[src/common/soc_config.svh]
`ifndef SOC_CONFIG_SVH
`define SOC_CONFIG_SVH

// ------------------------------
// Bus geometry
// ------------------------------
`define SOC_DATA_W 64
`define SOC_ADDR_W 32
`define SOC_BE_W (`SOC_DATA_W / 8)
// Byte offset bits inside one bus word
`define SOC_WORD_OFFS_W $clog2(`SOC_DATA_W / 8)

// Harts fed with debug requests and timer interrupts
`define SOC_NUM_HARTS 2

// Cycles after reset before a debug request may reach a hart
`define SOC_DMI_DEL_CYCLES 500

// ------------------------------
// Address map
// ------------------------------
`define SOC_ROM_BASE 32'h0001_0000
`define SOC_ROM_LEN 32'h0000_0080
`define SOC_CLINT_BASE 32'h0200_0000
`define SOC_CLINT_LEN 32'h0000_0010
`define SOC_SPM_BASE 32'h1C00_0000
`define SOC_SPM_LEN 32'h0000_0800

// Memory depths in bus words
`define SOC_ROM_WORDS (`SOC_ROM_LEN / `SOC_BE_W)
`define SOC_SPM_WORDS (`SOC_SPM_LEN / `SOC_BE_W)

`endif
[src/source/debug_req_gate.sv]
`timescale 1ns/10ps
`include "soc_config.svh"

module debug_req_gate (
  input  logic                      clk_i,
  input  logic                      ndmreset_n,
  input  logic [`SOC_NUM_HARTS-1:0] debug_req_i,
  output logic [`SOC_NUM_HARTS-1:0] debug_req_o
);

  localparam int unsigned CNT_W = $clog2(`SOC_DMI_DEL_CYCLES + 1);

  logic [CNT_W-1:0] del_cnt_q;

  // Boot code gets a head start before the first debug request
  always_ff @(posedge clk_i or negedge ndmreset_n) begin
    if (!ndmreset_n) begin
      del_cnt_q <= CNT_W'(`SOC_DMI_DEL_CYCLES);
    end else if (del_cnt_q != '0) begin
      del_cnt_q <= del_cnt_q - 1'b1;
    end
  end

  assign debug_req_o = (del_cnt_q != '0) ? '0 : debug_req_i;

endmodule

[config.mk]
export PLATFORM = sky130hd
export DESIGN_NAME = debug_req_gate
export DESIGN_NICKNAME = d
export VERILOG_FILES = /design/src/source/debug_req_gate.sv
export VERILOG_INCLUDE_DIRS = /design/src /design/src/common
export SDC_FILE = /design/constraint.sdc
export NUM_CORES = 1
export LEC_CHECK = 0
export BUFFER_PORTS_ARGS = -buffer_cell sky130_fd_sc_hd__buf_4
export CORE_AREA = 4 4 41 43
export DETAILED_ROUTE_END_ITERATION = 7
export DIE_AREA = 0 0 45 47
export SYNTH_ARGS = -nofsm -noshare
export SYNTH_HDL_FRONTEND = slang
export SYNTH_SLANG_ARGS = --single-unit
[constraint.sdc]
create_clock -name clk_i -period 2.2 [get_ports clk_i]
set_input_delay 0.33 -clock clk_i [delete_from_list [all_inputs] [get_ports clk_i]]
set_output_delay 0.33 -clock clk_i [all_outputs]
set_load 0.005 [all_outputs]
==> key figures <==
Timing
  • Clock Skew: 4.041 ps
  • Fin crit period: 2126 ps
  • Hold slack: 425.0 ps
  • Slew HR: 0.7987
  • Final Hold Fails: 0
  • Setup WS post-layout: 74.08 ps
  • Max frequency: 470.4 MHz
  • Max Slew Vio Count: 0
  • Setup-failing EPs final: 0
  • Least-Margin Pin Slew: 302.0 ps
  • RSZ-0062 raised after global routing: yes
  • Crit share post-route: 0.9663

Place
  • Input/output buffers: 5
  • Routability cong.: 0.7029
  • DP Area: 515.5 um^2
  • Place WS: 354.9 ps

Pwr
  • Max VDD drop: 0.2546 mV
  • Sw Share: 0.2049
  • Register share of total power: 0.544
  • Pwr/cell area: 531.5 nW/um^2
  • Internal power: 242.7 uW
  • Gate power share: 0.049
  • Net Switching: 62.55 uW
  • Pleak: 0.2732 nW
  • Share of total power in the clock network: 0.407

Clock network
  • Longest Clk Path Bufs: 2
  • Reg clk slew, reported paths: 60 ps
  • # clock sinks: 9
  • CTS tree: yes
  • CTS Buf Count: 3
  • Clk root buf: clkbuf_4
  • Clk Latency, worst-skew pair: 260 ps
  • CTS H-tree lvls: 1

Final layout
  • Final instance area: 574.3 um^2
  • Max reg flops: 9
  • Synth-to-Final Area Change: 27.15%
  • Reg with most FFs: del_cnt_q
  • Final #Nets: 59
  • Share of cells above drive strength 1: 0.4906
  • Filler cell count: 135
  • Final core utilization: 0.4413
  • Antenna Cells: 0
  • Largest regs: del_cnt_q: 9 flops

Floorplanning
  • I/O Pins: 6
  • Core Region: 1301 um^2
  • Die area: 2115 um^2
  • Initial Utilization: 0.3471
  • Row count: 13
  • Die width: 45 um
  • Die Span Y: 47 um

Logic synthesis
  • Cells after Synth: 40
  • Netlist Area Pre-Place: 451.7 um^2
  • Top post-synthesis cells by area: dfstp_2 35%, dfrtp_1 17%, o21ai_0 6.6%
  • Post-synthesis sequential area ratio: 0.5152
  • Mapped Avg Cell Area: 11.29 um^2
  • Synth warn: 0
  • Unique masters post-synth: 20
  • Yosys top cell area share: 0.3490
  • Syn nets: 45
  • Number of synthesized register bits: 9
  • Yosys top cell by area: dfstp_2

Setup path
  • Startpoint types: register
  • CP cell instances: or4_4, nor4_4, and2_4, buf_6
  • CP max-delay cell: or4_4
  • CP bufs+invs: 1
  • R2r setup slk: 500 ps
  • Critical Path RT: 1870 ps
  • CP Capture Type: primary output
  • Critical Path AT: 1800 ps
  • Top cell family by delay on the critical path: simple AND/OR/NAND/NOR gates
  • Critical Path Max Stage Delay: 550 ps
  • Kind of critical path: reg2out
  • CP Max Fanout: 3

Global route
  • Global-route wire length before repair: 1352 um
  • Met1 Resource Use GR: 0.1124
  • All-layer global routing usage: 0.09577
  • Pin count of the biggest net entering global routing: 10
  • Initial antenna violation count: 0
  • Vias in the first global route: 335
  • Gr ovfl total: 0
  • Busiest grt layer: met2
  • Met3 global-route usage: 0.06897
  • Met2 Resource Use GR: 0.1356

Detailed routing
  • Iteration-0 DRC Markers: 5
  • Drt drc: 0
  • DR WL/cell: 12.56 um
  • Total iterations of the first detailed-routing run: 2
  • DRT antenna net count: 0
  • Via count: 337
  • Routed WL: 854 um
  • Via/cell ratio: 4.956

Worst hold path
  • Hold/Removal Path Class: in2async

Flow run
  • Max-cap violations: 0

Status
  • Outcome: finished clean
worst paths after layout:
kind | startpoint | to | depth (start not counted)
max | del_cnt_q[4] | debug_req_o[1] | 4
min | ndmreset_n | del_cnt_q[3] | 2
max reg2reg | del_cnt_q[4] | del_cnt_q[1] | 4
min reg2reg | del_cnt_q[0] | del_cnt_q[0] | 1
max in group asynchronous | ndmreset_n | del_cnt_q[6] | 2
min in group clk_i | del_cnt_q[0] | del_cnt_q[0] | 1
cell families after synthesis:
group	Yosys count	share of synthesized area
AOI/OAI and AO/OA	10	0.1385
xor gates and xnor gates	1	0.01939
adders and majority gates	1	0.02770
buffers and inverters	2	0.01663
DFF	9	0.5152
muxes	2	0.04709
and+or+nand+nor	15	0.2354
metal layers:
layer | up-vias | share of wire
met1 | 162 | 0.45
met5 | - | 0
met4 | 0 | 0
met2 | 5 | 0.50
met3 | 0 | 0.052
li1 | 170 | -
synthesized netlist by cell type:
master / n
dfstp_2: 6
xnor2_1: 1
o31a_2: 1
nor3_1: 2
o21ai_0: 6
o21bai_1: 1
nand2b_1: 2
ha_1: 1
mux2i_1: 1
dfrtp_1: 3
mux2_2: 1
nor4_4: 1
or3_1: 2
inv_1: 2
and2_2: 2
nand2_1: 1
or4_4: 1
or2_2: 2
nor2_1: 2
o31ai_1: 2
area by class of cell:
cell class	count	area (um^2)	area share
inverters	2	7.507	0.01307
repair buffers	9	73.82	0.1285
multi-input cells	29	214.0	0.3725
well taps	15	18.77	0.03268
clock inverters	1	5.005	0.008715
flip-flops and latches	9	232.7	0.4052
clock buffers	3	22.52	0.03922
repair_timing:
| item | CTS | global route |
|---|---|---|
| hold endpoints to repair | 3 | 0 |
| gates resized for setup | 0 | 3 |
| endpoints found under the setup margin | 0 | 2 |
| hold buffers | 1 | 0 |
| setup buffers | 0 | 2 |
placed cells by master, fill, tap and decap left out, types with 3 or more instances in the layout:
master and n:
buf_4 7, clkbuf_4 3, dfrtp_1 3, dfstp_2 6, o21ai_0 6
power by group through the flow:
stage	clock, mW	sequential [mW]	combinational (mW)
2_1_floorplan	0	0.169	0.00202
3_3_place_gp	0	0.169	0.0118
3_5_place_dp	0	0.169	0.0120
4_1_cts	0.131	0.166	0.0134
5_1_grt	0.143	0.166	0.0165
6_report	0.124	0.166	0.0149
metrics by stage:
step | setup TNS (ps) | instances | total power, mW
finish | 0 | 68 | 0.3053
detailed placement | 0 | 61 | 0.1807
floorplan | 0 | 40 | 0.1707
global placement | 0 | 61 | 0.1805
CTS | 0 | 66 | 0.3108
global route | -13.23 | 68 | 0.3253
Power figures use the tool's default switching activity.
