File: src/common/soc_config.svh
`ifndef SOC_CONFIG_SVH
`define SOC_CONFIG_SVH

// ------------------------------
// Bus geometry
// ------------------------------
`define SOC_DATA_W 64
`define SOC_ADDR_W 32
`define SOC_BE_W (`SOC_DATA_W / 8)
// Byte offset bits inside one bus word
`define SOC_WORD_OFFS_W $clog2(`SOC_DATA_W / 8)

// Harts fed with debug requests and timer interrupts
`define SOC_NUM_HARTS 2

// Cycles after reset before a debug request may reach a hart
`define SOC_DMI_DEL_CYCLES 500

// ------------------------------
// Address map
// ------------------------------
`define SOC_ROM_BASE 32'h0001_0000
`define SOC_ROM_LEN 32'h0000_0080
`define SOC_CLINT_BASE 32'h0200_0000
`define SOC_CLINT_LEN 32'h0000_0010
`define SOC_SPM_BASE 32'h1C00_0000
`define SOC_SPM_LEN 32'h0000_0800

// Memory depths in bus words
`define SOC_ROM_WORDS (`SOC_ROM_LEN / `SOC_BE_W)
`define SOC_SPM_WORDS (`SOC_SPM_LEN / `SOC_BE_W)

`endif
File: src/common/soc_pkg.sv
`include "soc_config.svh"

package soc_pkg;

  // One bus request as issued by the master
  typedef struct packed {
    logic                   we;
    logic [`SOC_ADDR_W-1:0] addr;
    logic [`SOC_DATA_W-1:0] wdata;
    logic [`SOC_BE_W-1:0]   be;
  } bus_req_t;

  typedef struct packed {
    logic [`SOC_DATA_W-1:0] rdata;
    logic                   err;
  } bus_rsp_t;

  typedef enum logic [1:0] {
    TGT_ROM,
    TGT_CLINT,
    TGT_SPM
  } target_e;

  // End address is exclusive
  typedef struct packed {
    target_e                idx;
    logic [`SOC_ADDR_W-1:0] start_addr;
    logic [`SOC_ADDR_W-1:0] end_addr;
  } addr_rule_t;

  localparam int unsigned NUM_RULES = 3;

  localparam addr_rule_t addr_map [NUM_RULES] = '{
    '{idx: TGT_ROM,   start_addr: `SOC_ROM_BASE,   end_addr: `SOC_ROM_BASE + `SOC_ROM_LEN},
    '{idx: TGT_CLINT, start_addr: `SOC_CLINT_BASE, end_addr: `SOC_CLINT_BASE + `SOC_CLINT_LEN},
    '{idx: TGT_SPM,   start_addr: `SOC_SPM_BASE,   end_addr: `SOC_SPM_BASE + `SOC_SPM_LEN}
  };

  // Boot code image, two instructions per word
  localparam logic [`SOC_DATA_W-1:0] boot_rom_table [`SOC_ROM_WORDS] = '{
    64'h0000_0297_F140_2573,
    64'h0202_B583_0182_B283,
    64'h0000_0013_0002_8067,
    64'h1C00_0137_0000_0013,
    64'h0001_0113_8001_0113,
    64'h0000_0513_0000_0593,
    64'h1050_0073_0000_006F,
    64'h0000_0000_1C00_0000,
    64'h0000_0000_8000_0000,
    64'hDEAD_BEEF_0BAD_F00D,
    64'h0123_4567_89AB_CDEF,
    64'hFEDC_BA98_7654_3210,
    64'h5555_AAAA_3333_CCCC,
    64'h0F0F_F0F0_00FF_FF00,
    64'h7FFF_FFFF_8000_0001,
    64'hC0DE_CAFE_0000_0001
  };

endpackage

File: src/memory/boot_rom.sv
`timescale 1ns/10ps
`include "soc_config.svh"

module boot_rom (
  input  logic                   clk_i,
  input  logic                   req_i,
  input  logic [`SOC_ADDR_W-1:0] addr_i,
  output logic [`SOC_DATA_W-1:0] rdata_o
);
  import soc_pkg::*;

  localparam int unsigned IDX_W = $clog2(`SOC_ROM_WORDS);

  logic [IDX_W-1:0] word_idx;

  // ROM window is aligned to its size
  assign word_idx = addr_i[`SOC_WORD_OFFS_W +: IDX_W];

  always_ff @(posedge clk_i) begin
    if (req_i) rdata_o <= boot_rom_table[word_idx];
  end

endmodule

File: config.mk
export PLATFORM = sky130hd
export DESIGN_NAME = boot_rom
export DESIGN_NICKNAME = d
export VERILOG_FILES = /design/src/common/soc_pkg.sv /design/src/memory/boot_rom.sv
export VERILOG_INCLUDE_DIRS = /design/src /design/src/common
export SDC_FILE = /design/constraint.sdc
export NUM_CORES = 1
export LEC_CHECK = 0
export ABC_CLOCK_PERIOD_IN_PS = 1550
export BUFFER_PORTS_ARGS = -buffer_cell sky130_fd_sc_hd__clkbuf_2
export CAP_MARGIN = 10
export CORE_ASPECT_RATIO = 0.5
export CORE_UTILIZATION = 45
export CTS_CLUSTER_SIZE = 25
export DETAILED_ROUTE_END_ITERATION = 7
export GPL_TIMING_DRIVEN = 1
export PLACE_DENSITY = 0.83
export SLEW_MARGIN = 20
export SYNTH_ARGS = -nofsm -noshare
export SYNTH_HDL_FRONTEND = slang
export SYNTH_SLANG_ARGS = --single-unit
File: constraint.sdc
create_clock -name clk_i -period 1.55 [get_ports clk_i]
set_clock_uncertainty 0.2 [all_clocks]
set_input_delay 0.155 -clock clk_i [delete_from_list [all_inputs] [get_ports clk_i]]
set_output_delay 0.155 -clock clk_i [all_outputs]
set_load 0.01 [all_outputs]
==> out/results.ini, run 1 <==
[clock_tree]
cts_resized=0
root_buffer=clkbuf_16
cts_buffers=9
cts_max_level=3
numClockSinks=59
clk_path_buf_depth=2
cts_tree=yes
cts_hold_buf=0
clk_pin_slew_ps=50
post_cts_buffers=0

[detailed_routing]
wirelength_um=6230
firstDrtPassIters=5
wl_per_cell_um=15.8
drc=0
routed-via-count=2128
drt_iter0_markers=152
viasPerCell=5.40
ant_nets=0

[power_and_ir_drop]
total_power_mw=4.44
vdd_drop_max_mv=0.635
p_leak_nw=1.54
powerDensity_nw_per_um2=1230

[yosys]
ys_ff_latch=59
synth-simple-area-share_pct=9.66
syn-num-nets=268
synth_top_cell_by_area=edfxtp_1
ys_seq_area_share_pct=64.5
synth_area_leaders=edfxtp_1, a21oi_1, ha_1
async_reset_ff_share_pct=0
synth-xor-area-share_pct=0.638
synth_top_family_by_area=compound AO/OA/AOI/OAI gates
synthCells=226
syn_area_um2=2750
synthDominantCellAreaShare_pct=64.5
synth_ff_type=edfxtp_1
synth.distinct_cells=33
synthAdderAreaFrac_pct=3.65
yosys_warnings=0
synth_edf_count=59
synthMuxAreaShare_pct=1.14
synth.avg_cell_area_um2=12.1
synth_compound_area_share_pct=14.3

[cells_and_area]
fin_area_um2=3610
area_delta_synth_final_pct=31.6
num_antenna_cells=0
final_common_cell=clkbuf_2
regMostFlops=rdata_o
largest_reg_flops=59
reg_top3=rdata_o: 59 flops
regArea_um2=1770
nNetsFinal=359
final_cell_mix=clkbuf_2, edfxtp_1, buf_4
layout.cells.non_filler=394
final_layout_size_suffix_gt1_share_pct=38.6
multi_input_comb_area_um2=817
final_util_pct=63.6
fill_cells=399

[place]
dp.cells=379
io_buffers=69
place_hpwl_um=4000
place_area_um2=3340
gp_congestion=0.888
post-place-ws_ps=-133

[worst_setup_path]
path_cells=clkbuf_2 -> buf_4 -> ha_1 -> buf_4 -> a21oi_1 -> o21ai_0
crit_type=in2reg
endpoint_kind=register
cp_max_fo=5
crit_top_cell=buf_4
worst-path-buf-inv=3
cpPeakStageDelay_ps=260
required_ps=1410
cp-start-kind=primary input
worstPathArrival_ps=1240
critical_path.top_delay_family=buffers and inverters
critPathSlowestCell=ha_1

[floorplanning]
die_x_um=112
core-area_um2=5680
rows=19
fp.dieH_um=57.2
io_pins=98
die_area_um2=6440
start_util_pct=48.3

[global_routing]
grt_pass1_vias=1999
grt_pass1_wl_um=9770
grt_use_total_pct=20.9
gr-total-overflow=0
grt_start_max_net_pins=60
grt_antenna_before_repair=0

[timing]
fin_crit_ps=1380
slew_violations=0
setup_viol=0
tightest_slew_ps=327
layout_setup_ws_ps=167
hold_viol_final=0
rsz0062_at_grt=no
finalSetupTns_ps=0
relSlewSlack_pct=78.1
finalCritPeriodShare_pct=89.2
fmax_mhz=723
whs_ps=34.8

[status]
outcome=complete, no violations

[run]
drv_cap=0

[min_path]
min_path_type=in2reg

path summary, 6_finish.rpt:
check / from / end / slack [ps] / depth (start not counted)
max: addr_i[4] / rdata_o[22] / 170 / 6
min: addr_i[5] / rdata_o[29] / 30 / 2
cell usage after synthesis (2+ instances only):
| master | n |
|---|---|
| o22ai_1 | 2 |
| nand2b_1 | 6 |
| nand3_1 | 8 |
| nor3_1 | 2 |
| buf_4 | 7 |
| nand2_1 | 26 |
| buf_6 | 2 |
| a21o_1 | 3 |
| nor2b_1 | 4 |
| inv_2 | 2 |
| mux2i_1 | 2 |
| a21oi_1 | 26 |
| edfxtp_1 | 59 |
| buf_2 | 13 |
| xor2_1 | 2 |
| nor2_1 | 9 |
| o21ai_0 | 19 |
| ha_1 | 8 |
| a31oi_1 | 6 |
| inv_1 | 5 |
| a211oi_1 | 2 |
| o21a_1 | 2 |
cell type report:
class	count	area share, %
clock buffers	12	6.54
clock inverters	3	1.11
inverters	7	0.727
multi-input cells	138	22.6
flip-flops and latches	59	49.0
well taps	73	2.53
repair buffers	102	17.5
cell families (layout without fill, tap and decap cells):
| logic type | count (synthesis) | in the layout |
|---|---|---|
| buf+inv | 29 | 124 |
| flops | 59 | 59 |
| simple gates | 58 | 58 |
| xor+xnor | 2 | 2 |
| fa+ha+maj | 8 | 8 |
| mux | 3 | 3 |
| compound gates | 67 | 67 |
power by group:
group	leakage [nW]	total (mW)	internal, mW	switching (mW)
logic	0.835	0.632	0.256	0.376
clock network	0.136	1.83	1.22	0.602
registers	0.571	1.98	1.94	0.0430
total	1.54	4.44	3.42	1.02
routing by layer:
metal	up-vias	wire length [um]	GRT usage (%)
li1	1007	-	-
met1	990	2490	25.4
met2	115	2960	31.8
met3	16	601	9.14
met4	0	174	11.8
met5	-	0	0
(Power assumes the default switching activity.)
==> inputs of run 2 (changes only) <==
Settings changed: BUFFER_PORTS_ARGS -buffer_cell sky130_fd_sc_hd__clkbuf_2 to not set, CORE_UTILIZATION 45 to 56, DONT_BUFFER_PORTS set to 1, PLACE_DENSITY 0.83 to 0.81.
==> run 2 against run 1 <==
  * Maximum frequency is 7.2% lower
  * Highest routed layer unchanged
  * The flow now finishes with violations (hold timing)
  * Design area is 13% lower
  * Largest power group unchanged
  * Combinational power is 46% lower
  * Utilization is 5.4 points higher
  * Largest cell class unchanged
  * Global-route usage is 3.5 points higher
  * Sequential power is 6% higher
==> out/results.ini, run 2 (synthesized netlist as in run 1, its figures left out) <==
[worst_setup_path]
crit_type=in2reg
endpoint_kind=register
required_ps=1430
cp_max_fo=12
cp-start-kind=primary input
worstPathArrival_ps=1370

[cells_and_area]
num_antenna_cells=0
final_layout_size_suffix_gt1_share_pct=13.4
final_cell_mix=edfxtp_1, a21oi_1, nand2_1
regMostFlops=rdata_o
reg_top3=rdata_o: 59 flops
area_delta_synth_final_pct=14.4
final_common_cell=edfxtp_1
largest_reg_flops=59
nNetsFinal=285

[place]
io_buffers=0
gp_congestion=0.881
place_hpwl_um=3400

[timing]
hold_viol_final=59
whs_ps=-258
tightest_slew_ps=440
fin_crit_ps=1490
rsz0062_at_grt=no
setup_viol=0
fmax_mhz=671
finalCritPeriodShare_pct=96.1
relSlewSlack_pct=70.6
finalSetupTns_ps=0
slew_violations=0

[global_routing]
grt_pass1_wl_um=8900
grt_use_total_pct=24.4
grt_antenna_before_repair=0
grt_start_max_net_pins=60
grt_pass1_vias=1664
gr-total-overflow=0

[status]
violations=hold timing
outcome=complete, but fails checks

[detailed_routing]
drt_iter0_markers=171
ant_nets=0
firstDrtPassIters=5
wirelength_um=5780
routed-via-count=1864
wl_per_cell_um=18.5
viasPerCell=5.96
drc=0

[run]
drv_cap=0

[floorplanning]
die_area_um2=5200
io_pins=98
fp.dieH_um=51.5
die_x_um=101
rows=17
start_util_pct=60.3
core-area_um2=4550

[min_path]
min_path_type=in2reg

[clock_tree]
post_cts_buffers=0
numClockSinks=59
root_buffer=clkbuf_8
cts_buffers=9
clk_pin_slew_ps=60
cts_tree=yes
cts_max_level=3
cts_hold_buf=21
clk_path_buf_depth=2

[power_and_ir_drop]
powerDensity_nw_per_um2=1120
vdd_drop_max_mv=0.452
p_leak_nw=1.16

-- run 2: changes by cell type in the layout (fill, tap and decap cells not counted) --
cell           delta
clkinv_2          +1
nor2b_2           -1
clkbuf_8          +9
buf_4            -23
buf_12            -1
clkbuf_16         -9
bufinv_16         -1
dlygate4sd3_1    +19
clkbuf_1          -1
ha_1              -2
ha_2              +2
clkinv_1          +1
nor2b_4           +1
clkbuf_2         -69
-- run 2: timing repair --
item / in CTS / in global routing
setup endpoints to repair: 0 / 3
gates resized for setup: 0 / 3
endpoints found under the hold margin: 114 / 59
-- run 2: final cells by class --
class / instances / area, um2
repair buffers: 28 / 283
clock inverters: 4 / 18.8
clock buffers: 11 / 131
inverters: 7 / 26.3
fillers: 332 / 1410
flip-flops and latches: 59 / 1770
multi-input cells: 138 / 827
well taps: 66 / 82.6
-- run 2: worst paths after layout --
check           to  cells after the start       from  slack (ps)
max    rdata_o[11]                      5  addr_i[3]          60
min    rdata_o[30]                      0      req_i        -260
-- run 2: power by group --
group	internal [mW]	leakage, nW	switching [mW]	total, mW
clock	0.557	0.0804	0.530	1.09
combinational	0.151	0.509	0.190	0.341
sequential	1.94	0.571	0.141	2.09
total	2.65	1.16	0.861	3.51
-- run 2: routing by layer --
layer	global-route usage [%]	routed length (um)	vias up	part of all wire, %
li1	-	-	861	-
met4	9.18	66	0	1.1
met1	31.7	2470	859	43
met5	0	0	-	0
met3	13.3	712	9	12
met2	34.5	2530	135	44
-- run 2: per-stage QoR --
stage / power [mW] / utilization (%) / worst slack [ps] / std cells / cell area, um2
final: 3.51 / 69.0 / 59.9 / 313 / 3140
after global routing: 3.64 / 69.0 / 39.3 / 313 / 3140
after CTS: 3.52 / 68.8 / 23.5 / 313 / 3130
after detailed placement: 2.37 / 60.4 / 87.7 / 277 / 2750
after global placement: 2.36 / 60.4 / 102 / 277 / 2750
after floorplan: 2.34 / - / 13.9 / 226 / 2760
-- run 2: worst max-delay path, stage by stage --
cell           delay (ps)
inv_2                  60
ha_2                  260
buf_4                 170
o21a_1                170
dlygate4sd3_1         550
