### src/common/soc_config.svh
`ifndef SOC_CONFIG_SVH
`define SOC_CONFIG_SVH

// ------------------------------
// Bus geometry
// ------------------------------
`define SOC_DATA_W 64
`define SOC_ADDR_W 32
`define SOC_BE_W (`SOC_DATA_W / 8)
// Byte offset bits inside one bus word
`define SOC_WORD_OFFS_W $clog2(`SOC_DATA_W / 8)

// Harts fed with debug requests and timer interrupts
`define SOC_NUM_HARTS 2

// Cycles after reset before a debug request may reach a hart
`define SOC_DMI_DEL_CYCLES 500

// ------------------------------
// Address map
// ------------------------------
`define SOC_ROM_BASE 32'h0001_0000
`define SOC_ROM_LEN 32'h0000_0080
`define SOC_CLINT_BASE 32'h0200_0000
`define SOC_CLINT_LEN 32'h0000_0010
`define SOC_SPM_BASE 32'h1C00_0000
`define SOC_SPM_LEN 32'h0000_0800

// Memory depths in bus words
`define SOC_ROM_WORDS (`SOC_ROM_LEN / `SOC_BE_W)
`define SOC_SPM_WORDS (`SOC_SPM_LEN / `SOC_BE_W)

`endif
### src/common/soc_pkg.sv
`include "soc_config.svh"

package soc_pkg;

  // One bus request as issued by the master
  typedef struct packed {
    logic                   we;
    logic [`SOC_ADDR_W-1:0] addr;
    logic [`SOC_DATA_W-1:0] wdata;
    logic [`SOC_BE_W-1:0]   be;
  } bus_req_t;

  typedef struct packed {
    logic [`SOC_DATA_W-1:0] rdata;
    logic                   err;
  } bus_rsp_t;

  typedef enum logic [1:0] {
    TGT_ROM,
    TGT_CLINT,
    TGT_SPM
  } target_e;

  // End address is exclusive
  typedef struct packed {
    target_e                idx;
    logic [`SOC_ADDR_W-1:0] start_addr;
    logic [`SOC_ADDR_W-1:0] end_addr;
  } addr_rule_t;

  localparam int unsigned NUM_RULES = 3;

  localparam addr_rule_t addr_map [NUM_RULES] = '{
    '{idx: TGT_ROM,   start_addr: `SOC_ROM_BASE,   end_addr: `SOC_ROM_BASE + `SOC_ROM_LEN},
    '{idx: TGT_CLINT, start_addr: `SOC_CLINT_BASE, end_addr: `SOC_CLINT_BASE + `SOC_CLINT_LEN},
    '{idx: TGT_SPM,   start_addr: `SOC_SPM_BASE,   end_addr: `SOC_SPM_BASE + `SOC_SPM_LEN}
  };

  // Boot code image, two instructions per word
  localparam logic [`SOC_DATA_W-1:0] boot_rom_table [`SOC_ROM_WORDS] = '{
    64'h0000_0297_F140_2573,
    64'h0202_B583_0182_B283,
    64'h0000_0013_0002_8067,
    64'h1C00_0137_0000_0013,
    64'h0001_0113_8001_0113,
    64'h0000_0513_0000_0593,
    64'h1050_0073_0000_006F,
    64'h0000_0000_1C00_0000,
    64'h0000_0000_8000_0000,
    64'hDEAD_BEEF_0BAD_F00D,
    64'h0123_4567_89AB_CDEF,
    64'hFEDC_BA98_7654_3210,
    64'h5555_AAAA_3333_CCCC,
    64'h0F0F_F0F0_00FF_FF00,
    64'h7FFF_FFFF_8000_0001,
    64'hC0DE_CAFE_0000_0001
  };

endpackage

### src/source/bus_ctrl_fsm.sv
`timescale 1ns/10ps
`include "soc_config.svh"

module bus_ctrl_fsm (
  input  logic                   clk_i,
  input  logic                   ndmreset_n,
  input  logic                   req_valid_i,
  input  soc_pkg::bus_req_t      req_i,
  input  soc_pkg::target_e       target_i,
  input  logic                   hit_i,
  input  logic [`SOC_DATA_W-1:0] rom_rdata_i,
  input  logic [`SOC_DATA_W-1:0] clint_rdata_i,
  input  logic [`SOC_DATA_W-1:0] spm_rdata_i,
  output logic                   ready_o,
  output logic                   rsp_valid_o,
  output soc_pkg::bus_rsp_t      rsp_o,
  output soc_pkg::bus_req_t      tgt_req_o,
  output logic                   rom_req_o,
  output logic                   clint_req_o,
  output logic                   spm_req_o
);
  import soc_pkg::*;

  typedef enum logic [1:0] {
    IDLE,
    ACCESS,
    RESPOND
  } state_e;

  state_e   state_q;
  state_e   state_d;
  bus_req_t req_q;
  target_e  target_q;
  logic     hit_q;
  logic     accept;

  assign ready_o     = (state_q == IDLE);
  assign rsp_valid_o = (state_q == RESPOND);
  assign accept      = ready_o & req_valid_i;

  always_comb begin
    state_d = state_q;
    unique case (state_q)
      IDLE:    if (accept) state_d = ACCESS;
      ACCESS:  state_d = RESPOND;
      RESPOND: state_d = IDLE;
      default: state_d = IDLE;
    endcase
  end

  always_ff @(posedge clk_i or negedge ndmreset_n) begin
    if (!ndmreset_n) begin
      state_q  <= IDLE;
      target_q <= TGT_ROM;
      hit_q    <= 1'b0;
    end else begin
      state_q <= state_d;
      if (accept) begin
        target_q <= target_i;
        hit_q    <= hit_i;
      end
    end
  end

  always_ff @(posedge clk_i) begin
    if (accept) req_q <= req_i;
  end

  // One strobe per access, none on a decode miss
  assign tgt_req_o   = req_q;
  assign rom_req_o   = (state_q == ACCESS) && hit_q && (target_q == TGT_ROM);
  assign clint_req_o = (state_q == ACCESS) && hit_q && (target_q == TGT_CLINT);
  assign spm_req_o   = (state_q == ACCESS) && hit_q && (target_q == TGT_SPM);

  // Writes answer with zero data
  always_comb begin
    rsp_o = '0;
    if (state_q == RESPOND) begin
      if (!hit_q) begin
        rsp_o.err = 1'b1;
      end else if (!req_q.we) begin
        unique case (target_q)
          TGT_ROM:   rsp_o.rdata = rom_rdata_i;
          TGT_CLINT: rsp_o.rdata = clint_rdata_i;
          TGT_SPM:   rsp_o.rdata = spm_rdata_i;
          default:   rsp_o.rdata = '0;
        endcase
      end
    end
  end

endmodule

### config.mk
export PLATFORM = sky130hd
export DESIGN_NAME = bus_ctrl_fsm
export DESIGN_NICKNAME = d
export VERILOG_FILES = /design/src/common/soc_pkg.sv /design/src/source/bus_ctrl_fsm.sv
export VERILOG_INCLUDE_DIRS = /design/src /design/src/common
export SDC_FILE = /design/constraint.sdc
export NUM_CORES = 1
export LEC_CHECK = 0
export BUFFER_PORTS_ARGS = -buffer_cell sky130_fd_sc_hd__buf_2
export CORE_AREA = 2 2 186 188
export CTS_CLUSTER_DIAMETER = 80
export DETAILED_ROUTE_END_ITERATION = 8
export DIE_AREA = 0 0 188 190
export PLACE_DENSITY = 0.39
export SLEW_MARGIN = 30
export SYNTH_ARGS = -nofsm -noshare
export SYNTH_HDL_FRONTEND = slang
export SYNTH_SLANG_ARGS = --single-unit
### constraint.sdc
create_clock -name clk_i -period 6.8 [get_ports clk_i]
set_input_delay 1.36 -clock clk_i [delete_from_list [all_inputs] [get_ports clk_i]]
set_output_delay 1.36 -clock clk_i [all_outputs]
set_load 0.02 [all_outputs]
==> metrics.md, run 1 <==
| Metric | Value |
|---|---|
| Outcome | complete, no violations |
| Die area | between 30000 and 40000 µm² |
| Die height | approximately 190 µm |
| Cells after synthesis | about 400 |
| RSZ-0062 raised after global routing | no |
| Worst vdd ir | about 120 µV |
| Routed len/inst | 15.3 µm |
| Final hold violation count | 0 |
| Post-CTS sizing | 0 |
| Cts hold-fix bufs | 0 |
| Maximum number of pins on one net before global-route repair | just under 70 |
| CTS Buf Count | 9 |
| Max stage delay cell, worst path | dfrtp_4 |
| Cell Area, Synth | 5290 µm² |
| FP Rows | 68 |
| Vias | 4917 |
| Setup crit end kind | output pin |
| Fmax | 230 MHz |
| CTS H-tree lvls | 3 |
| Total gr overflow | 0 |
| Drt pass-1 iters | 4 |
| HP Class | reg2reg |
| Synth async-reset ratio | under 10% |
| Final Core Density | 24.7% |
| GRT Util Overall | between 10% and 20% |
| Initial antenna violation count | 3 |
| Pre-CTS setup slack | 2.83 ns |
| Worst path max stage delay | 0.82 ns |
| Max-cap check violation count | 0 |
| CP Data Required Time | 5.44 ns |
| Routed Antenna Nets | 0 |
| Avg Vias per Cell | 3.68 |
| Clock-pin slew on the worst setup and hold paths | 0.08 ns |
| Post-Syn Nets | 715 |
| Leak | slightly below 4 nW |
| Critical path launch point type | flop |
| Max-Slew Margin vs Limit | between 50% and 60% |
| Avg Cell Area, Syn | 12.8 µm² |
| TNS Setup | 0 ns |
| Transition time of the tightest slew-check pin | 0.747 ns |
| # clock sinks | 110 |
| First-pass GRT wire length | 28800 µm |
| # fillers | 3691 |
| Core footprint | between 30000 and 40000 µm² |
| Layout area overhead | 58.5% |
| GPL Wtd Cong | 0.796 |
| Period utilization | 64.1% |
| Minimum clock period | roughly 4.4 ns |
| CP arrival | 3.00 ns |
| CTS tree | built |
| Critical-path cell list | buf_4, nand2_1, nand4b_1, buf_4, a21oi_1, buf_2 |
| Dominant synthesized flop cell | edfxtp_1 |
| Synth Warn # | 0 |
| Clk Latency, worst-skew pair | 0.36 ns |
| Pwr per Cell Area | 236 nW/µm² |
| Clk_skew | 0.00752 ns |
| Die X | 188 µm |
| Critical path's most frequent cell | buf_4 |
| Synthesized flop and latch total | 110 |
| IO buf count | 477 |
| Final worst slack | 2.44 ns |
| Fin nets | 1179 |
| Crit path kind | reg2out |
| EDFF count, synth | approximately 110 |
| Num ports | 478 |
| Initial DRC Count | 174 |
| # setup viols final | 0 |
| Layout cells sized above 1 | 64.1% |
| Routed WL | 20400 µm |
| Dpl hpwl | between 15000 and 20000 µm |
| Yosys cell types | 22 |
| Residual DRC | 0 |
| # Post-CTS Setup Buffers | 0 |
| Root buffer cell | clkbuf_16 |
| Initial Util | 15.6% |
| Final Max Slew Viols | 0 |
| Vias in the first global route | 4822 |
| CTS max path bufs | 2 |
| Sequential fraction of the synthesis area | 62.0% |
| CP Max Fanout | 64 |
sequential cells by signal (all words and copies together) (netlist names):
signal and flops:
state_q 2, hit_q 1, tgt_req_o 105, target_q 2
logic make-up (layout without fill, tap and decap cells):
| family | Yosys count | count (layout) | share of synthesized area (%) |
|---|---|---|---|
| other cells | 0 | 1 | 0 |
| flops | 110 | 110 | 62.0 |
| compound gates | 64 | 64 | 6.91 |
| mux | 67 | 67 | 12.8 |
| simple gates | 141 | 141 | 13.6 |
| buf+inv | 30 | 499 | 4.73 |
Yosys cell counts, types with 4 or more instances:
master    instances  area [µm²]
a21oi_1          52         260
mux2i_1          64         641
clkbuf_1          9        33.8
buf_2             6        30.0
or2_2            47         294
nand2_1          66         248
edfxtp_1        105        3150
a21oi_2          12         105
or2_0            17         106
dfrtp_1           5         125
buf_6            11         124
nor2b_1           4        25.0
cells in the final DEF (no fill, tap or decap):
cell type  netlist  final
a21oi_1         52     52
a21oi_2         12     12
and2_1           2      1
and2_4           0      1
and3_1           1      1
buf_16           0      1
buf_2            6    477
buf_4            1      5
clkbuf_16        0      9
clkinv_2         0      1
clkinv_4         0      2
clkinv_8         0      2
dfrtp_1          5      3
dfrtp_2          0      1
dfrtp_4          0      1
diode_2          0      1
edfxtp_1       105    105
inv_8            0      2
mux2_2           3      3
mux2i_1         64     64
nand2_1         66     66
nand4b_1         1      1
nor2_1           1      1
nor2b_1          4      3
nor2b_4          0      1
nor3_1           1      1
nor3b_1          1      1
or2_0           17     17
or2_2           47     47
final timing paths:
kind	depth (start not counted)	slack, ns	to	start
setup / recovery	6	2.44	rsp_o[51]	target_q[1]
hold / removal	1	0.50	state_q[1]	state_q[1]
setup reg to reg	4	4.63	tgt_req_o[82]	state_q[1]
hold reg to reg	1	0.50	state_q[1]	state_q[1]
max in group asynchronous	1	5.83	target_q[1]	ndmreset_n
min in group asynchronous	1	0.81	target_q[1]	ndmreset_n
area by class of cell:
type	count	area [µm²]	area share, %
Sequential cell	110	3280	39.2
Timing Repair Buffer	483	2450	29.3
Tap cell	455	569	6.80
Clock buffer	9	225	2.69
Clock inverter	7	77.6	0.926
Multi-Input combinational cell	272	1770	21.1
Antenna cell	1	2.50	0.0299
layer usage:
metal	GRT usage (%)	vias to the layer above	share of wire, %
li1	-	2392	-
met1	11.1	2206	34
met2	19.8	291	53
met3	4.17	24	11
met4	3.33	4	1.8
met5	0	-	0.13
worst max-delay path: cells and delay by family, from the launching register on:
kind	cells	cell delay (ns)
simple gates	2	0.23
flops	1	0.82
buf+inv	3	1.39
compound gates	1	0.11
report_power, final:
part	internal, mW	total (mW)	switching, mW
Clock	0.262	0.543	0.281
Sequential	0.816	0.860	0.0440
Combinational	0.247	0.570	0.324
through the flow:
step	total power, mW	hold WS [ns]	std cells	area, µm²
floorplan	1.27	0.437	412	5290
global placement	1.46	0.467	1319	8040
detailed placement	1.46	0.486	1320	8070
CTS	2.02	0.499	1336	8370
global route	2.09	0.525	1336	8370
finish	1.97	0.499	1337	8380
(Power assumes the default switching activity.)
==> run 2, diff against run 1 <==
--- a/config.mk
+++ b/config.mk
@@ -7,10 +7,10 @@
 export NUM_CORES = 1
 export LEC_CHECK = 0
 export BUFFER_PORTS_ARGS = -buffer_cell sky130_fd_sc_hd__buf_2
-export CORE_AREA = 2 2 186 188
+export CORE_AREA = 2 2 187 189
 export CTS_CLUSTER_DIAMETER = 80
 export DETAILED_ROUTE_END_ITERATION = 8
-export DIE_AREA = 0 0 188 190
+export DIE_AREA = 0 0 189 191
 export PLACE_DENSITY = 0.39
 export SLEW_MARGIN = 30
 export SYNTH_ARGS = -nofsm -noshare
==> constraint.sdc (replaced) <==
create_clock -name clk_i -period 4.2 [get_ports clk_i]
set_input_delay 0.84 -clock clk_i [delete_from_list [all_inputs] [get_ports clk_i]]
set_output_delay 0.84 -clock clk_i [all_outputs]
set_load 0.02 [all_outputs]
==> run 2 against run 1 <==
Routed wire length up 3.6%. Sequential power increased by 65%. Design area grew 0.10%. Critical path depth shrank 1. Non-clock buffer count grew 1. Hold slack worse by 0.21 ns. Register-to-register slack got worse by 2.4 ns. Clock skew up 0.0068 ns. Via count grew 0.49%. Sequential share of layout area is essentially flat. Critical endpoint is now rsp_o[10].
==> metrics.md, run 2 (synthesized netlist as in run 1, its figures left out) <==
| Metric | Value |
|---|---|
| Layout area overhead | 58.7% (was 58.5%) |
| Residual DRC | 0 (unchanged) |
| Final hold violation count | 0 (unchanged) |
| Final Core Density | 24.6% (was 24.7%) |
| Critical-path cell list | nor2b_4, buf_4, nand2_1, a21oi_2, buf_2 (was buf_4, nand2_1, nand4b_1, buf_4, a21oi_1, buf_2) |
| Die X | 189 µm (was 188 µm) |
| CTS H-tree lvls | 3 (unchanged) |
| Clk_skew | 0.0143 ns (was 0.00752 ns) |
| First-pass GRT wire length | 29700 µm (was 28800 µm) |
| Max stage delay cell, worst path | dfrtp_2 (was dfrtp_4) |
| Crit-path leading delay family | buffers and inverters (unchanged) |
| Final Cell Area | 8390 µm² (was 8380 µm²) |
| Crit path buf inv count | 2 (was 3) |
| Clk Latency, worst-skew pair | 0.36 ns (about the same) |
| GRT Util Overall | 10.9% (was 10.7%) |
| Dpl hpwl | 16900 µm (was 16500 µm) |
| Layout cells sized above 1 | 64.2% (was 64.1%) |
| Die area | 36100 µm² (was 35700 µm²) |
| Avg Vias per Cell | 3.69 (was 3.68) |
| FP Rows | 68 (unchanged) |
| Final Max Slew Viols | 0 (unchanged) |
| IO buf count | 477 (unchanged) |
| Root buffer cell | clkbuf_16 (unchanged) |
| Routed len/inst | 15.8 µm (was 15.3 µm) |
| Worst vdd ir | 185 µV (was 123 µV) |
| Post-CTS sizing | 0 (unchanged) |
| Max-Slew Margin vs Limit | 52.7% (was 50.2%) |
| Crit path kind | reg2out (unchanged) |
| Total gr overflow | 0 (unchanged) |
| CTS Buf Count | 9 (unchanged) |
| Core footprint | 34100 µm² (was 33900 µm²) |
| Commonest non-fill, non-tap cell in the layout | buf_2 (unchanged) |
| Commonest cells after routing, fill and taps aside | buf_2, edfxtp_1, nand2_1 (unchanged) |
| Routed WL | 21200 µm (was 20400 µm) |
| CTS tree | built (unchanged) |
| Transition time of the tightest slew-check pin | 0.709 ns (was 0.747 ns) |
| Max-cap check violation count | 0 (unchanged) |
| CTS max path bufs | 2 (unchanged) |
| Maximum number of pins on one net before global-route repair | 71 (was 69) |
| Final Non-Filler Cells | 1338 (was 1337) |
| Cts hold-fix bufs | 0 (unchanged) |
| HP Class | in2async (was reg2reg) |
| CP arrival | 2.49 ns (was 3.00 ns) |
| Inst Count DP | 1321 (was 1320) |
| Minimum clock period | 3.33 ns |
| Fin nets | 1180 (was 1179) |
| Drt pass-1 iters | 4 (unchanged) |
| GPL Wtd Cong | 0.765 (was 0.796) |
| Vias in the first global route | 4985 (was 4822) |
| Num ports | 478 (unchanged) |
| # Post-CTS Setup Buffers | 0 (unchanged) |
| Area after DPL | 8070 µm² (unchanged) |
| Initial Util | 15.5% (was 15.6%) |
| RSZ-0062 raised after global routing | no (unchanged) |
| Multi-input gate area | 1770 µm² (unchanged) |
| Reg area | 3280 µm² (unchanged) |
| Setup crit end kind | output pin (unchanged) |
| Outcome | complete, no violations (unchanged) |
| Die height | 191 µm (was 190 µm) |
| Pwr per Cell Area | 384 nW/µm² (was 236 nW/µm²) |
| # clock sinks | 110 (unchanged) |
| Vias | 4941 (was 4917) |
| Worst path max stage delay | 0.72 ns (was 0.82 ns) |
| CP Data Required Time | 3.36 ns (was 5.44 ns) |
| Max reg flops | 105 (unchanged) |
| Initial DRC Count | 178 (was 174) |
| Period utilization | 79.4% |
| Clock-pin slew on the worst setup and hold paths | 0.09 ns (was 0.08 ns) |
| Leak | 3.93 nW (about the same) |
| Fmax | 300 MHz |
| Routed Antenna Nets | 0 (unchanged) |
| TNS Setup | 0 ns (unchanged) |
| # setup viols final | 0 (unchanged) |
| Initial antenna violation count | 5 (was 3) |
| Critical path launch point type | flop (unchanged) |
| # fillers | 3742 (was 3691) |
| CP Max Fanout | 65 (was 64) |
-- run 2: cell types whose count changed in the layout (fill, tap and decap cells not counted) --
cell,before,now
clkinv_2,1,0
buf_12,0,1
inv_6,0,1
buf_16,1,0
inv_12,0,1
buf_4,5,6
inv_8,2,1
-- run 2: power breakdown --
part           total [mW]  switching [mW]  internal [mW]  leakage (nW)
clock network       0.898           0.468          0.431         0.151
logic               0.901           0.501          0.400          2.73
registers            1.42          0.0974           1.32          1.05
-- run 2: worst paths after layout --
kind	start	endpoint	slack [ns]	cells past startpoint
min in group clk_i	state_q[1]	state_q[1]	0.49	1
min	ndmreset_n	target_q[1]	0.29	1
min reg2reg	state_q[1]	state_q[1]	0.49	1
max in group asynchronous	ndmreset_n	target_q[1]	3.74	1
max	target_q[0]	rsp_o[10]	0.87	5
max reg2reg	state_q[1]	tgt_req_o[37]	2.25	3
-- run 2: final cells by class --
class	instances	area share (%)
Antenna cell	1	0.0298
Sequential cell	110	39.2
Timing Repair Buffer	484	29.2
Multi-Input combinational cell	272	21.1
Clock inverter	7	1.03
Clock buffer	9	2.69
Tap cell	455	6.79
-- run 2: metal layers --
layer	share of wire (%)	GRT usage (%)
met1	37	11.9
met2	51	19.8
met3	9.9	4.33
met4	1.1	2.67
met5	0.16	0
-- run 2: per-stage QoR --
stage | hold WS, ns | setup slack [ns] | power [mW]
finish | 0.292 | 0.867 | 3.22
global route | 0.277 | 0.655 | 3.39
CTS | 0.268 | 0.780 | 3.28
detailed placement | 0.474 | 1.19 | 2.36
global placement | 0.469 | 1.22 | 2.37
floorplan | 0.437 | 1.29 | 2.05
