### config.mk
export PLATFORM = sky130hd
export DESIGN_NAME = addr_decoder
export DESIGN_NICKNAME = d
export VERILOG_FILES = /design/src/common/soc_pkg.sv /design/src/source/addr_decoder.sv
export VERILOG_INCLUDE_DIRS = /design/src /design/src/common
export SDC_FILE = /design/constraint.sdc
export NUM_CORES = 1
export LEC_CHECK = 0
export BUFFER_PORTS_ARGS = -buffer_cell sky130_fd_sc_hd__buf_2
export CAP_MARGIN = 5
export CORE_AREA = 5 5 42 44
export DETAILED_ROUTE_END_ITERATION = 8
export DIE_AREA = 0 0 47 49
export GPL_TIMING_DRIVEN = 0
export PLACE_DENSITY_LB_ADDON = 0.25
export SYNTH_ARGS = -nofsm -noshare
export SYNTH_HDL_FRONTEND = slang
export SYNTH_SLANG_ARGS = --single-unit
### constraint.sdc
create_clock -name vclk -period 1
set_input_delay 0.2 -clock vclk [all_inputs]
set_output_delay 0.2 -clock vclk [all_outputs]
set_load 0.02 [all_outputs]
### src/common/soc_config.svh
`ifndef SOC_CONFIG_SVH
`define SOC_CONFIG_SVH

// ------------------------------
// Bus geometry
// ------------------------------
`define SOC_DATA_W 64
`define SOC_ADDR_W 32
`define SOC_BE_W (`SOC_DATA_W / 8)
// Byte offset bits inside one bus word
`define SOC_WORD_OFFS_W $clog2(`SOC_DATA_W / 8)

// Harts fed with debug requests and timer interrupts
`define SOC_NUM_HARTS 2

// Cycles after reset before a debug request may reach a hart
`define SOC_DMI_DEL_CYCLES 500

// ------------------------------
// Address map
// ------------------------------
`define SOC_ROM_BASE 32'h0001_0000
`define SOC_ROM_LEN 32'h0000_0080
`define SOC_CLINT_BASE 32'h0200_0000
`define SOC_CLINT_LEN 32'h0000_0010
`define SOC_SPM_BASE 32'h1C00_0000
`define SOC_SPM_LEN 32'h0000_0800

// Memory depths in bus words
`define SOC_ROM_WORDS (`SOC_ROM_LEN / `SOC_BE_W)
`define SOC_SPM_WORDS (`SOC_SPM_LEN / `SOC_BE_W)

`endif
### src/common/soc_pkg.sv
`include "soc_config.svh"

package soc_pkg;

  // One bus request as issued by the master
  typedef struct packed {
    logic                   we;
    logic [`SOC_ADDR_W-1:0] addr;
    logic [`SOC_DATA_W-1:0] wdata;
    logic [`SOC_BE_W-1:0]   be;
  } bus_req_t;

  typedef struct packed {
    logic [`SOC_DATA_W-1:0] rdata;
    logic                   err;
  } bus_rsp_t;

  typedef enum logic [1:0] {
    TGT_ROM,
    TGT_CLINT,
    TGT_SPM
  } target_e;

  // End address is exclusive
  typedef struct packed {
    target_e                idx;
    logic [`SOC_ADDR_W-1:0] start_addr;
    logic [`SOC_ADDR_W-1:0] end_addr;
  } addr_rule_t;

  localparam int unsigned NUM_RULES = 3;

  localparam addr_rule_t addr_map [NUM_RULES] = '{
    '{idx: TGT_ROM,   start_addr: `SOC_ROM_BASE,   end_addr: `SOC_ROM_BASE + `SOC_ROM_LEN},
    '{idx: TGT_CLINT, start_addr: `SOC_CLINT_BASE, end_addr: `SOC_CLINT_BASE + `SOC_CLINT_LEN},
    '{idx: TGT_SPM,   start_addr: `SOC_SPM_BASE,   end_addr: `SOC_SPM_BASE + `SOC_SPM_LEN}
  };

  // Boot code image, two instructions per word
  localparam logic [`SOC_DATA_W-1:0] boot_rom_table [`SOC_ROM_WORDS] = '{
    64'h0000_0297_F140_2573,
    64'h0202_B583_0182_B283,
    64'h0000_0013_0002_8067,
    64'h1C00_0137_0000_0013,
    64'h0001_0113_8001_0113,
    64'h0000_0513_0000_0593,
    64'h1050_0073_0000_006F,
    64'h0000_0000_1C00_0000,
    64'h0000_0000_8000_0000,
    64'hDEAD_BEEF_0BAD_F00D,
    64'h0123_4567_89AB_CDEF,
    64'hFEDC_BA98_7654_3210,
    64'h5555_AAAA_3333_CCCC,
    64'h0F0F_F0F0_00FF_FF00,
    64'h7FFF_FFFF_8000_0001,
    64'hC0DE_CAFE_0000_0001
  };

endpackage

### src/source/addr_decoder.sv
`timescale 1ns/10ps
`include "soc_config.svh"

module addr_decoder (
  input  logic [`SOC_ADDR_W-1:0] addr_i,
  output soc_pkg::target_e       target_o,
  output logic                   hit_o
);
  import soc_pkg::*;

  logic [`SOC_ADDR_W-1:0] word_addr;

  // Byte offset inside the word plays no part in decoding
  assign word_addr = {addr_i[`SOC_ADDR_W-1:`SOC_WORD_OFFS_W], {`SOC_WORD_OFFS_W{1'b0}}};

  // ------------------------------
  // Rule scan
  // ------------------------------
  always_comb begin
    target_o = TGT_ROM;
    hit_o    = 1'b0;
    for (int unsigned i = 0; i < NUM_RULES; i++) begin
      if ((word_addr >= addr_map[i].start_addr) && (word_addr < addr_map[i].end_addr)) begin
        target_o = addr_map[i].idx;
        hit_o    = 1'b1;
      end
    end
  end

endmodule

==> impl_results.md, run 1 <==
- Most numerous cell on the critical path: sky130_fd_sc_hd__buf_6
- Average vias per placed instance: 4.382
- DRC violation count after routing: 0
- Path length in cells of the critical path: 6
- Violations in the final reports: negative setup slack
- Total die area: 2303 um^2
- RSZ-0062 raised after global routing: true
- Internal power: 0.07290 mW
- Placed cell count: 65
- YS warnings: 0
- Worst setup path startpoint: addr_i[6]
- Count of input and output buffers: 31
- Number of antenna violations at the first check in global routing: 0
- Post-layout power: 0.1168 mW
- Final antenna-violating net count: 0
- Combinational power share: 100.0%
- Required time worst endpoint: 0.80 ns
- Number of global-route vias before repair: 313
- Launch instance of the worst min-delay path: addr_i[14]
- Global-route wire length before repair: 1366 um
- Worst setup EP type: primary output
- Final setup fails: 3
- Routed via count: 298
- Final Slew Violations: 0
- FP Rows: 14
- Post-Syn Area: 103.9 um^2
- Switching power: 0.04387 mW
- Final worst-path cycle share: 132.3%
- Horiz. Die Dim: 47 um
- Switching Fraction: 37.57%
- Min-delay worst type: input port to primary output
- Overall track demand over capacity in global routing: 7.865%
- Largest net degree at the start of global routing: 4
- Number of instances on the worst hold path: 6
- Crit Path Category: input port to primary output
- Post-route cell area: 467.9 um^2
- Buffer and inverter count on the worst path: 3
- Min Tclk post-route: 1.323 ns
- FF+latch count: 0
- Seq/Total Area, Yosys: 0%
- Proportion of layout cells with a drive suffix above 1: 80.77%
- Worst-margin pin slew: 0.2509 ns
- Post-route insts no fill: 68
- DRC marker count from the first detailed-route iteration: 3
- Synth-to-layout area growth: 350.6%
- Residual overflow from global routing: 0
- Gpl congestion: 0.6776
- Detailed Place HPWL: 793.4 um
- Syn nets: 50
- Antenna Diode Count: 0
- Share of power burned in registers: 0%
- Power per Cell Area: 249.5 nW/um^2
- TritonRoute pass-1 iters: 4
- Critical Path Slowest Stage Cell: sky130_fd_sc_hd__nor4_4
- Post-detailed-routing wire length: 978 um
- Final Core Density: 33.39%
- Startpoint class of the critical path: input port
- Die Height: 49 um
- Avg Inst Size Synth: 5.769 um^2
- Dominant delay contributor by cell family on the critical path: simple AND/OR/NAND/NOR gates
- Maximum clock rate: 0.7557 GHz
- Area post-placement: 300.3 um^2
- Reported leakage power: 0.1998 nW
- Cell-by-cell listing of the critical path: buf_6 > nor4_4 > nand3b_1 > buf_4 > nor3_4 > buf_6
- Endpoints failing hold: 0
- Number of placed I/O pins: 35
- Data arrival time of the critical path: 1.12 ns
- Number of maximum-capacitance violations: 0
- Result of the run: finished, violations left
- Worst VDD drop: 0.00008206 V
- Area of the core: 1401 um^2
- Highest fanout seen on the critical path: 2
- Worst hold slack across all endpoints: 0.8566 ns
- CP endpoint: target_o[0]
- Initial Utilization: 7.411%
- Post-layout nets: 86
- Final setup margin: -0.3232 ns
- # clk buffers: 0
- Relative contribution of the clock network to total power: 0%
- FF+latch area: 0 um^2
- Number of hold buffers added after cts: 0
- Routed wire length per instance: 14.38 um
- Synth Instances: 18
- Maximum single-stage delay on the critical path: 0.25 ns
- Rel. slew slack: 83.22%
- Number of library cell types mapped by synthesis: 9
## cells in the mapped netlist, drive strengths merged
cell type / count / share of area [%]
a21o: 1 / 7.2
a21oi: 1 / 8.4
nand2: 2 / 7.2
nand3b: 1 / 7.2
nand4: 2 / 12
nor2: 2 / 7.2
nor2b: 1 / 6.0
nor3: 3 / 14
nor4: 5 / 30
## area by class of cell
type	count	area (um^2)
Tap cell	16	20.02
Timing Repair Buffer	34	260.3
Multi-Input combinational cell	18	187.7
Fill cell	166	933.4
## power groups by stage
| stage | Clock [mW] | Combinational, mW | Sequential [mW] |
|---|---|---|---|
| 2_1_floorplan | 0 | 0.0109 | 0 |
| 3_3_place_gp | 0 | 0.0706 | 0 |
| 3_5_place_dp | 0 | 0.0707 | 0 |
| 4_1_cts | 0 | 0.104 | 0 |
| 5_1_grt | 0 | 0.126 | 0 |
| 6_report | 0 | 0.117 | 0 |
## worst min path at each step
stage                  end
2_1_floorplan  target_o[0]
3_3_place_gp   target_o[0]
3_5_place_dp   target_o[0]
4_1_cts        target_o[1]
5_1_grt        target_o[1]
6_report       target_o[1]
## layer usage
layer / vias up / global-route usage, % / part of all wire [%]
met2: 31 / 10.18 / 37
li1: 142 / - / -
met5: - / 0 / 0
met3: 0 / 3.690 / 20
met1: 125 / 12.42 / 43
met4: 0 / 0 / 0
## through the flow
step	TNS (ns)	setup slack, ns
finish	-0.8805	-0.3232
global route	-1.087	-0.3952
detailed placement	-1.459	-0.5005
global placement	-1.455	-0.5018
CTS	-0.8956	-0.3356
floorplan	-0.6118	-0.2111
## tightest hold or removal path: stages
cell and delay [ns]:
sky130_fd_sc_hd__buf_6 0.07, sky130_fd_sc_hd__nor4_2 0.03, sky130_fd_sc_hd__nand4_1 0.07, sky130_fd_sc_hd__buf_6 0.13
sky130_fd_sc_hd__nor2_4 0.03, sky130_fd_sc_hd__buf_6 0.12
## cell families (layout without fill, tap and decap cells)
family,Yosys count,count (layout),share of synthesized area [%]
and+or+nand+nor,16,16,84.34
AOI/OAI and AO/OA,2,2,15.67
buffers and inverters,0,34,0
## cells in the final DEF, fill, tap and decap left out, types with 2 or more instances in the layout
| cell | n |
|---|---|
| sky130_fd_sc_hd__nor3_1 | 2 |
| sky130_fd_sc_hd__nor4_2 | 2 |
| sky130_fd_sc_hd__nand4_1 | 2 |
| sky130_fd_sc_hd__buf_2 | 19 |
| sky130_fd_sc_hd__buf_6 | 14 |
| sky130_fd_sc_hd__nand2_1 | 2 |
| sky130_fd_sc_hd__nor4_4 | 3 |
## repair_timing
| item | in CTS | in global routing |
|---|---|---|
| pin swaps | 9 | 3 |
| buffers inserted | 3 | 0 |
| gates cloned | 0 | 0 |
| hold endpoints to repair | 0 | 0 |
| setup endpoints to repair | 3 | 3 |
| gates resized for setup | 22 | 5 |
Note: power is estimated with default switching activity, not from simulation.
==> run 2: changes to the inputs <==
--- a/config.mk
+++ b/config.mk
@@ -8,6 +8,8 @@
 export LEC_CHECK = 0
 export BUFFER_PORTS_ARGS = -buffer_cell sky130_fd_sc_hd__buf_2
 export CAP_MARGIN = 5
+export CELL_PAD_IN_SITES_DETAIL_PLACEMENT = 1
+export CELL_PAD_IN_SITES_GLOBAL_PLACEMENT = 1
 export CORE_AREA = 5 5 42 44
 export DETAILED_ROUTE_END_ITERATION = 8
 export DIE_AREA = 0 0 47 49
==> impl_results.md, run 2 (synthesis gave the netlist of run 1 again) <==
- Routed wire length per instance: 10.93 um
- Largest net degree at the start of global routing: 4
- Startpoint class of the critical path: input port
- Number of antenna violations at the first check in global routing: 0
- Final Slew Violations: 0
- Post-route insts no fill: 68
- Routed via count: 296
- Highest fanout seen on the critical path: 2
- TritonRoute pass-1 iters: 4
- Internal power: 0.06594 mW
- RSZ-0062 raised after global routing: true
- FF+latch count: 0
- Placement-stage worst setup slack: -0.5235 ns
- Number of global-route vias before repair: 334
- Critical Path Slowest Stage Cell: sky130_fd_sc_hd__nor4_4
- Global-route wire length before repair: 1083 um
- Met3 routed WL: 179 um
- Overall track demand over capacity in global routing: 5.758%
- Placed cell count: 65
- Result of the run: finished, violations left
- FP Rows: 14
- Number of maximum-capacitance violations: 0
- Required time worst endpoint: 0.80 ns
- Maximum single-stage delay on the critical path: 0.26 ns
- Rel. slew slack: 84.34%
- Dominant delay contributor by cell family on the critical path: simple AND/OR/NAND/NOR gates
- Power per Cell Area: 234.1 nW/um^2
- Final worst-path cycle share: 134.6%
- Detailed Place HPWL: 668.6 um
- DR top layer: met3
- Worst setup EP type: primary output
- Maximum clock rate: 0.7431 GHz
- Final antenna-violating net count: 0
- Final setup fails: 3
- Min Tclk post-route: 1.346 ns
- DRC marker count from the first detailed-route iteration: 1
- Synth-to-layout area growth: 324.1%
- Worst-margin pin slew: 0.2342 ns
- Horiz. Die Dim: 47 um
- Area of the core: 1401 um^2
- Final setup margin: -0.3457 ns
- Switching power: 0.03716 mW
- Average vias per placed instance: 4.353
- # clk buffers: 0
- Crit Path Category: input port to primary output
- DRC violation count after routing: 0
- FF+latch area: 0 um^2
- Antenna Diode Count: 0
- Count of input and output buffers: 31
- Min-delay worst type: input port to primary output
- Count of fill cells added during filler insertion: 182
- Met2 wire len: 309 um
- Gpl congestion: 0.6300
- Switching Fraction: 36.04%
- Initial Utilization: 7.411%
- Total die area: 2303 um^2
- Violations in the final reports: negative setup slack
- Cell-by-cell listing of the critical path: buf_8 > nor4_4 > nand3b_1 > a21o_1 > a21oi_4 > buf_6
- Relative contribution of the clock network to total power: 0%
- Most used cells in the layout excluding fill and tap cells: sky130_fd_sc_hd__buf_2 (22), sky130_fd_sc_hd__buf_6 (9), sky130_fd_sc_hd__nor4_2 (3)
- Worst hold slack across all endpoints: 0.8454 ns
- Setup tns final: -0.9091 ns
- Residual overflow from global routing: 0
- Post-route met1 wirelength: 254 um
- Data arrival time of the critical path: 1.15 ns
- Reported leakage power: 0.1915 nW
- Buffer and inverter count on the worst path: 2
- Worst VDD drop: 0.00007089 V
- Endpoints failing hold: 0
- Post-layout power: 0.1031 mW
- Number of placed I/O pins: 35
- Post-detailed-routing wire length: 743 um
- Most frequent standard cell in the layout excluding fill and tap cells: sky130_fd_sc_hd__buf_2
- Combined area of the multi-input logic cells: 178.9 um^2
- Die Height: 49 um
- Number of hold buffers added after cts: 0
- Combinational power share: 100.0%
- Share of power burned in registers: 0%
- Post-layout nets: 86
- Proportion of layout cells with a drive suffix above 1: 80.77%
==> run 2: worst paths after layout <==
| check | start | end | slack [ns] | cells after the start |
|---|---|---|---|---|
| max | addr_i[24] | hit_o | -0.35 | 6 |
| min | addr_i[23] | target_o[1] | 0.85 | 6 |
==> run 2: tightest hold or removal path: stages <==
cell	delay, ns
sky130_fd_sc_hd__buf_6	0.07
sky130_fd_sc_hd__nor4_2	0.03
sky130_fd_sc_hd__nand4_1	0.07
sky130_fd_sc_hd__buf_6	0.13
sky130_fd_sc_hd__nor2_4	0.03
sky130_fd_sc_hd__buf_6	0.12
==> run 2: final cells by class <==
| type | instances | area share, % |
|---|---|---|
| tap | 16 | 4.545 |
| multi-input combinational | 18 | 40.63 |
| timing repair buffer | 34 | 54.83 |
==> run 2: through the flow <==
step	instance area, um^2	util, %
floorplan	125.1	-
global placement	300.3	21.43
detailed placement	300.3	21.43
CTS	424.2	30.27
global route	440.4	31.43
finish	440.4	31.43
==> run 2: routing by layer <==
metal / up-vias / global-route usage, %
met2: 29 / 11.31
li1: 142 / -
met5: - / 0
met1: 125 / 6.536
met3: 0 / 0.7380
met4: 0 / 0
==> run 2: what timing repair did <==
action | in CTS | in global routing
pin swaps | 8 | 5
buffers inserted | 3 | 0
resized for setup | 19 | 3
setup endpoints to repair | 3 | 3
hold endpoints to repair | 0 | 0
==> run 2: power by group through the flow <==
| stage | clock network, mW | registers, mW | logic, mW |
|---|---|---|---|
| floorplan | 0 | 0 | 0.0109 |
| global placement | 0 | 0 | 0.0672 |
| detailed placement | 0 | 0 | 0.0690 |
| CTS | 0 | 0 | 0.0981 |
| global route | 0 | 0 | 0.111 |
| finish | 0 | 0 | 0.103 |
==> run 3: changes to the inputs <==
--- a/config.mk
+++ b/config.mk
@@ -18,3 +18,4 @@
 export SYNTH_ARGS = -nofsm -noshare
 export SYNTH_HDL_FRONTEND = slang
 export SYNTH_SLANG_ARGS = --single-unit
+export TNS_END_PERCENT = 5
==> impl_results.md, run 3 (synthesis gave the netlist of run 1 again) <==
- Number of antenna violations at the first check in global routing: 0
- Initial Utilization: 7.411%
- Reported leakage power: 0.1834 nW
- Result of the run: finished, violations left
- Buffer and inverter count on the worst path: 3
- Final setup fails: 3
- Post-layout power: 0.09179 mW
- Placement-stage worst setup slack: -0.5350 ns
- FP Rows: 14
- Violations in the final reports: negative setup slack
- FF+latch area: 0 um^2
- Post-layout nets: 86
- FF+latch count: 0
- Startpoint class of the critical path: input port
- Detailed Place HPWL: 678.4 um
- Gpl congestion: 0.6096
- Worst VDD drop: 0.00006818 V
- Final Core Density: 29.11%
- Power per Cell Area: 225.0 nW/um^2
- Antenna Diode Count: 0
- Count of input and output buffers: 31
- Proportion of layout cells with a drive suffix above 1: 80.77%
- Number of placed I/O pins: 35
- DRC marker count from the first detailed-route iteration: 0
- Die Height: 49 um
- Required time worst endpoint: 0.80 ns
- Worst setup EP type: primary output
- Overall track demand over capacity in global routing: 6.531%
- Final Slew Violations: 0
- DRC violation count after routing: 0
- Average vias per placed instance: 4.368
- TritonRoute pass-1 iters: 1
- Maximum single-stage delay on the critical path: 0.26 ns
- Number of maximum-capacitance violations: 0
- Min-delay worst type: input port to primary output
- Data arrival time of the critical path: 1.14 ns
- Synth-to-layout area growth: 292.8%
- Most frequent standard cell in the layout excluding fill and tap cells: sky130_fd_sc_hd__buf_2
- Count of fill cells added during filler insertion: 184
- Cell-by-cell listing of the critical path: buf_8 > nor4_4 > nand3b_1 > buf_4 > nor3_4 > buf_6
- Highest fanout seen on the critical path: 2
- Number of global-route vias before repair: 336
- Rel. slew slack: 85.72%
- RSZ-0062 raised after global routing: true
- Post-route insts no fill: 68
- Global-route wire length before repair: 1200 um
- Largest net degree at the start of global routing: 4
- Routed wire length per instance: 11.40 um
- Critical Path Slowest Stage Cell: sky130_fd_sc_hd__nor4_4
- Number of instances on the worst hold path: 4
- # clk buffers: 0
- Total die area: 2303 um^2
- Most used cells in the layout excluding fill and tap cells: sky130_fd_sc_hd__buf_2 (25), sky130_fd_sc_hd__buf_6 (6), sky130_fd_sc_hd__nor4_2 (4)
- Dominant delay contributor by cell family on the critical path: simple AND/OR/NAND/NOR gates
- Final antenna-violating net count: 0
- Maximum clock rate: 0.7438 GHz
- Launch instance of the worst min-delay path: addr_i[28]
- Placed cell count: 65
- Residual overflow from global routing: 0
- Hold-critical path endpoint: target_o[1]
- Crit Path Category: input port to primary output
- Endpoints failing hold: 0
- Worst hold slack across all endpoints: 0.8412 ns
- Min Tclk post-route: 1.344 ns
- Post-detailed-routing wire length: 775 um
- Routed via count: 297
- Final worst-path cycle share: 134.4%
- Final setup margin: -0.3444 ns
- Area of the core: 1401 um^2
- Worst setup path startpoint: addr_i[24]
- Worst-margin pin slew: 0.2124 ns
- Horiz. Die Dim: 47 um
[run 3: cell counts in the layout (fill, tap and decap cells not counted)]
Identical to the previous run, type by type.
[run 3: routing by layer]
metal	GRT usage, %	vias up	part of all wire (%)
met5	0	-	0
met4	0	0	0
met3	3.321	0	27
met2	12.67	29	43
met1	6.100	126	30
li1	-	142	-
[run 3: final cells by class]
| class | instances | area, um^2 | share of cell area (%) |
|---|---|---|---|
| repair buffers | 34 | 222.7 | 54.60 |
| well taps | 16 | 20.02 | 4.908 |
| multi-input cells | 18 | 165.2 | 40.49 |
[run 3: tightest hold or removal path, delay by kind of cell]
family,cells,cell delay (ns)
AND/OR/NAND/NOR,2,0.21
buffers and inverters,2,0.23
[run 3: power breakdown]
group	switching, mW	total (mW)	leakage (nW)	internal, mW
combinational	0.0339	0.0918	0.183	0.0579
sequential	0	0	0	0
clock	0	0	0	0
total	0.0339	0.0918	0.183	0.0579
[run 3: how the worst max path moves through the flow]
stage / end / cells past startpoint / slack (ns)
floorplan: target_o[1] / 3 / -0.21
global placement: target_o[0] / 5 / -0.52
detailed placement: target_o[0] / 5 / -0.54
CTS: target_o[0] / 6 / -0.34
global route: target_o[0] / 6 / -0.42
finish: target_o[0] / 6 / -0.34
[run 3: what timing repair did]
action	CTS	global route
cloned	0	0
gates resized for setup	14	3
endpoints found under the setup margin	3	3
hold buffers	0	0
pin swaps	7	1
buffers inserted	3	0
[run 3: metrics by stage]
step / setup TNS [ns] / cell area [um^2]
after floorplan: -0.6118 / 125.1
after global placement: -1.503 / 300.3
after detailed placement: -1.542 / 300.3
after CTS: -0.9711 / 391.6
after global routing: -1.200 / 407.9
final: -0.9831 / 407.9
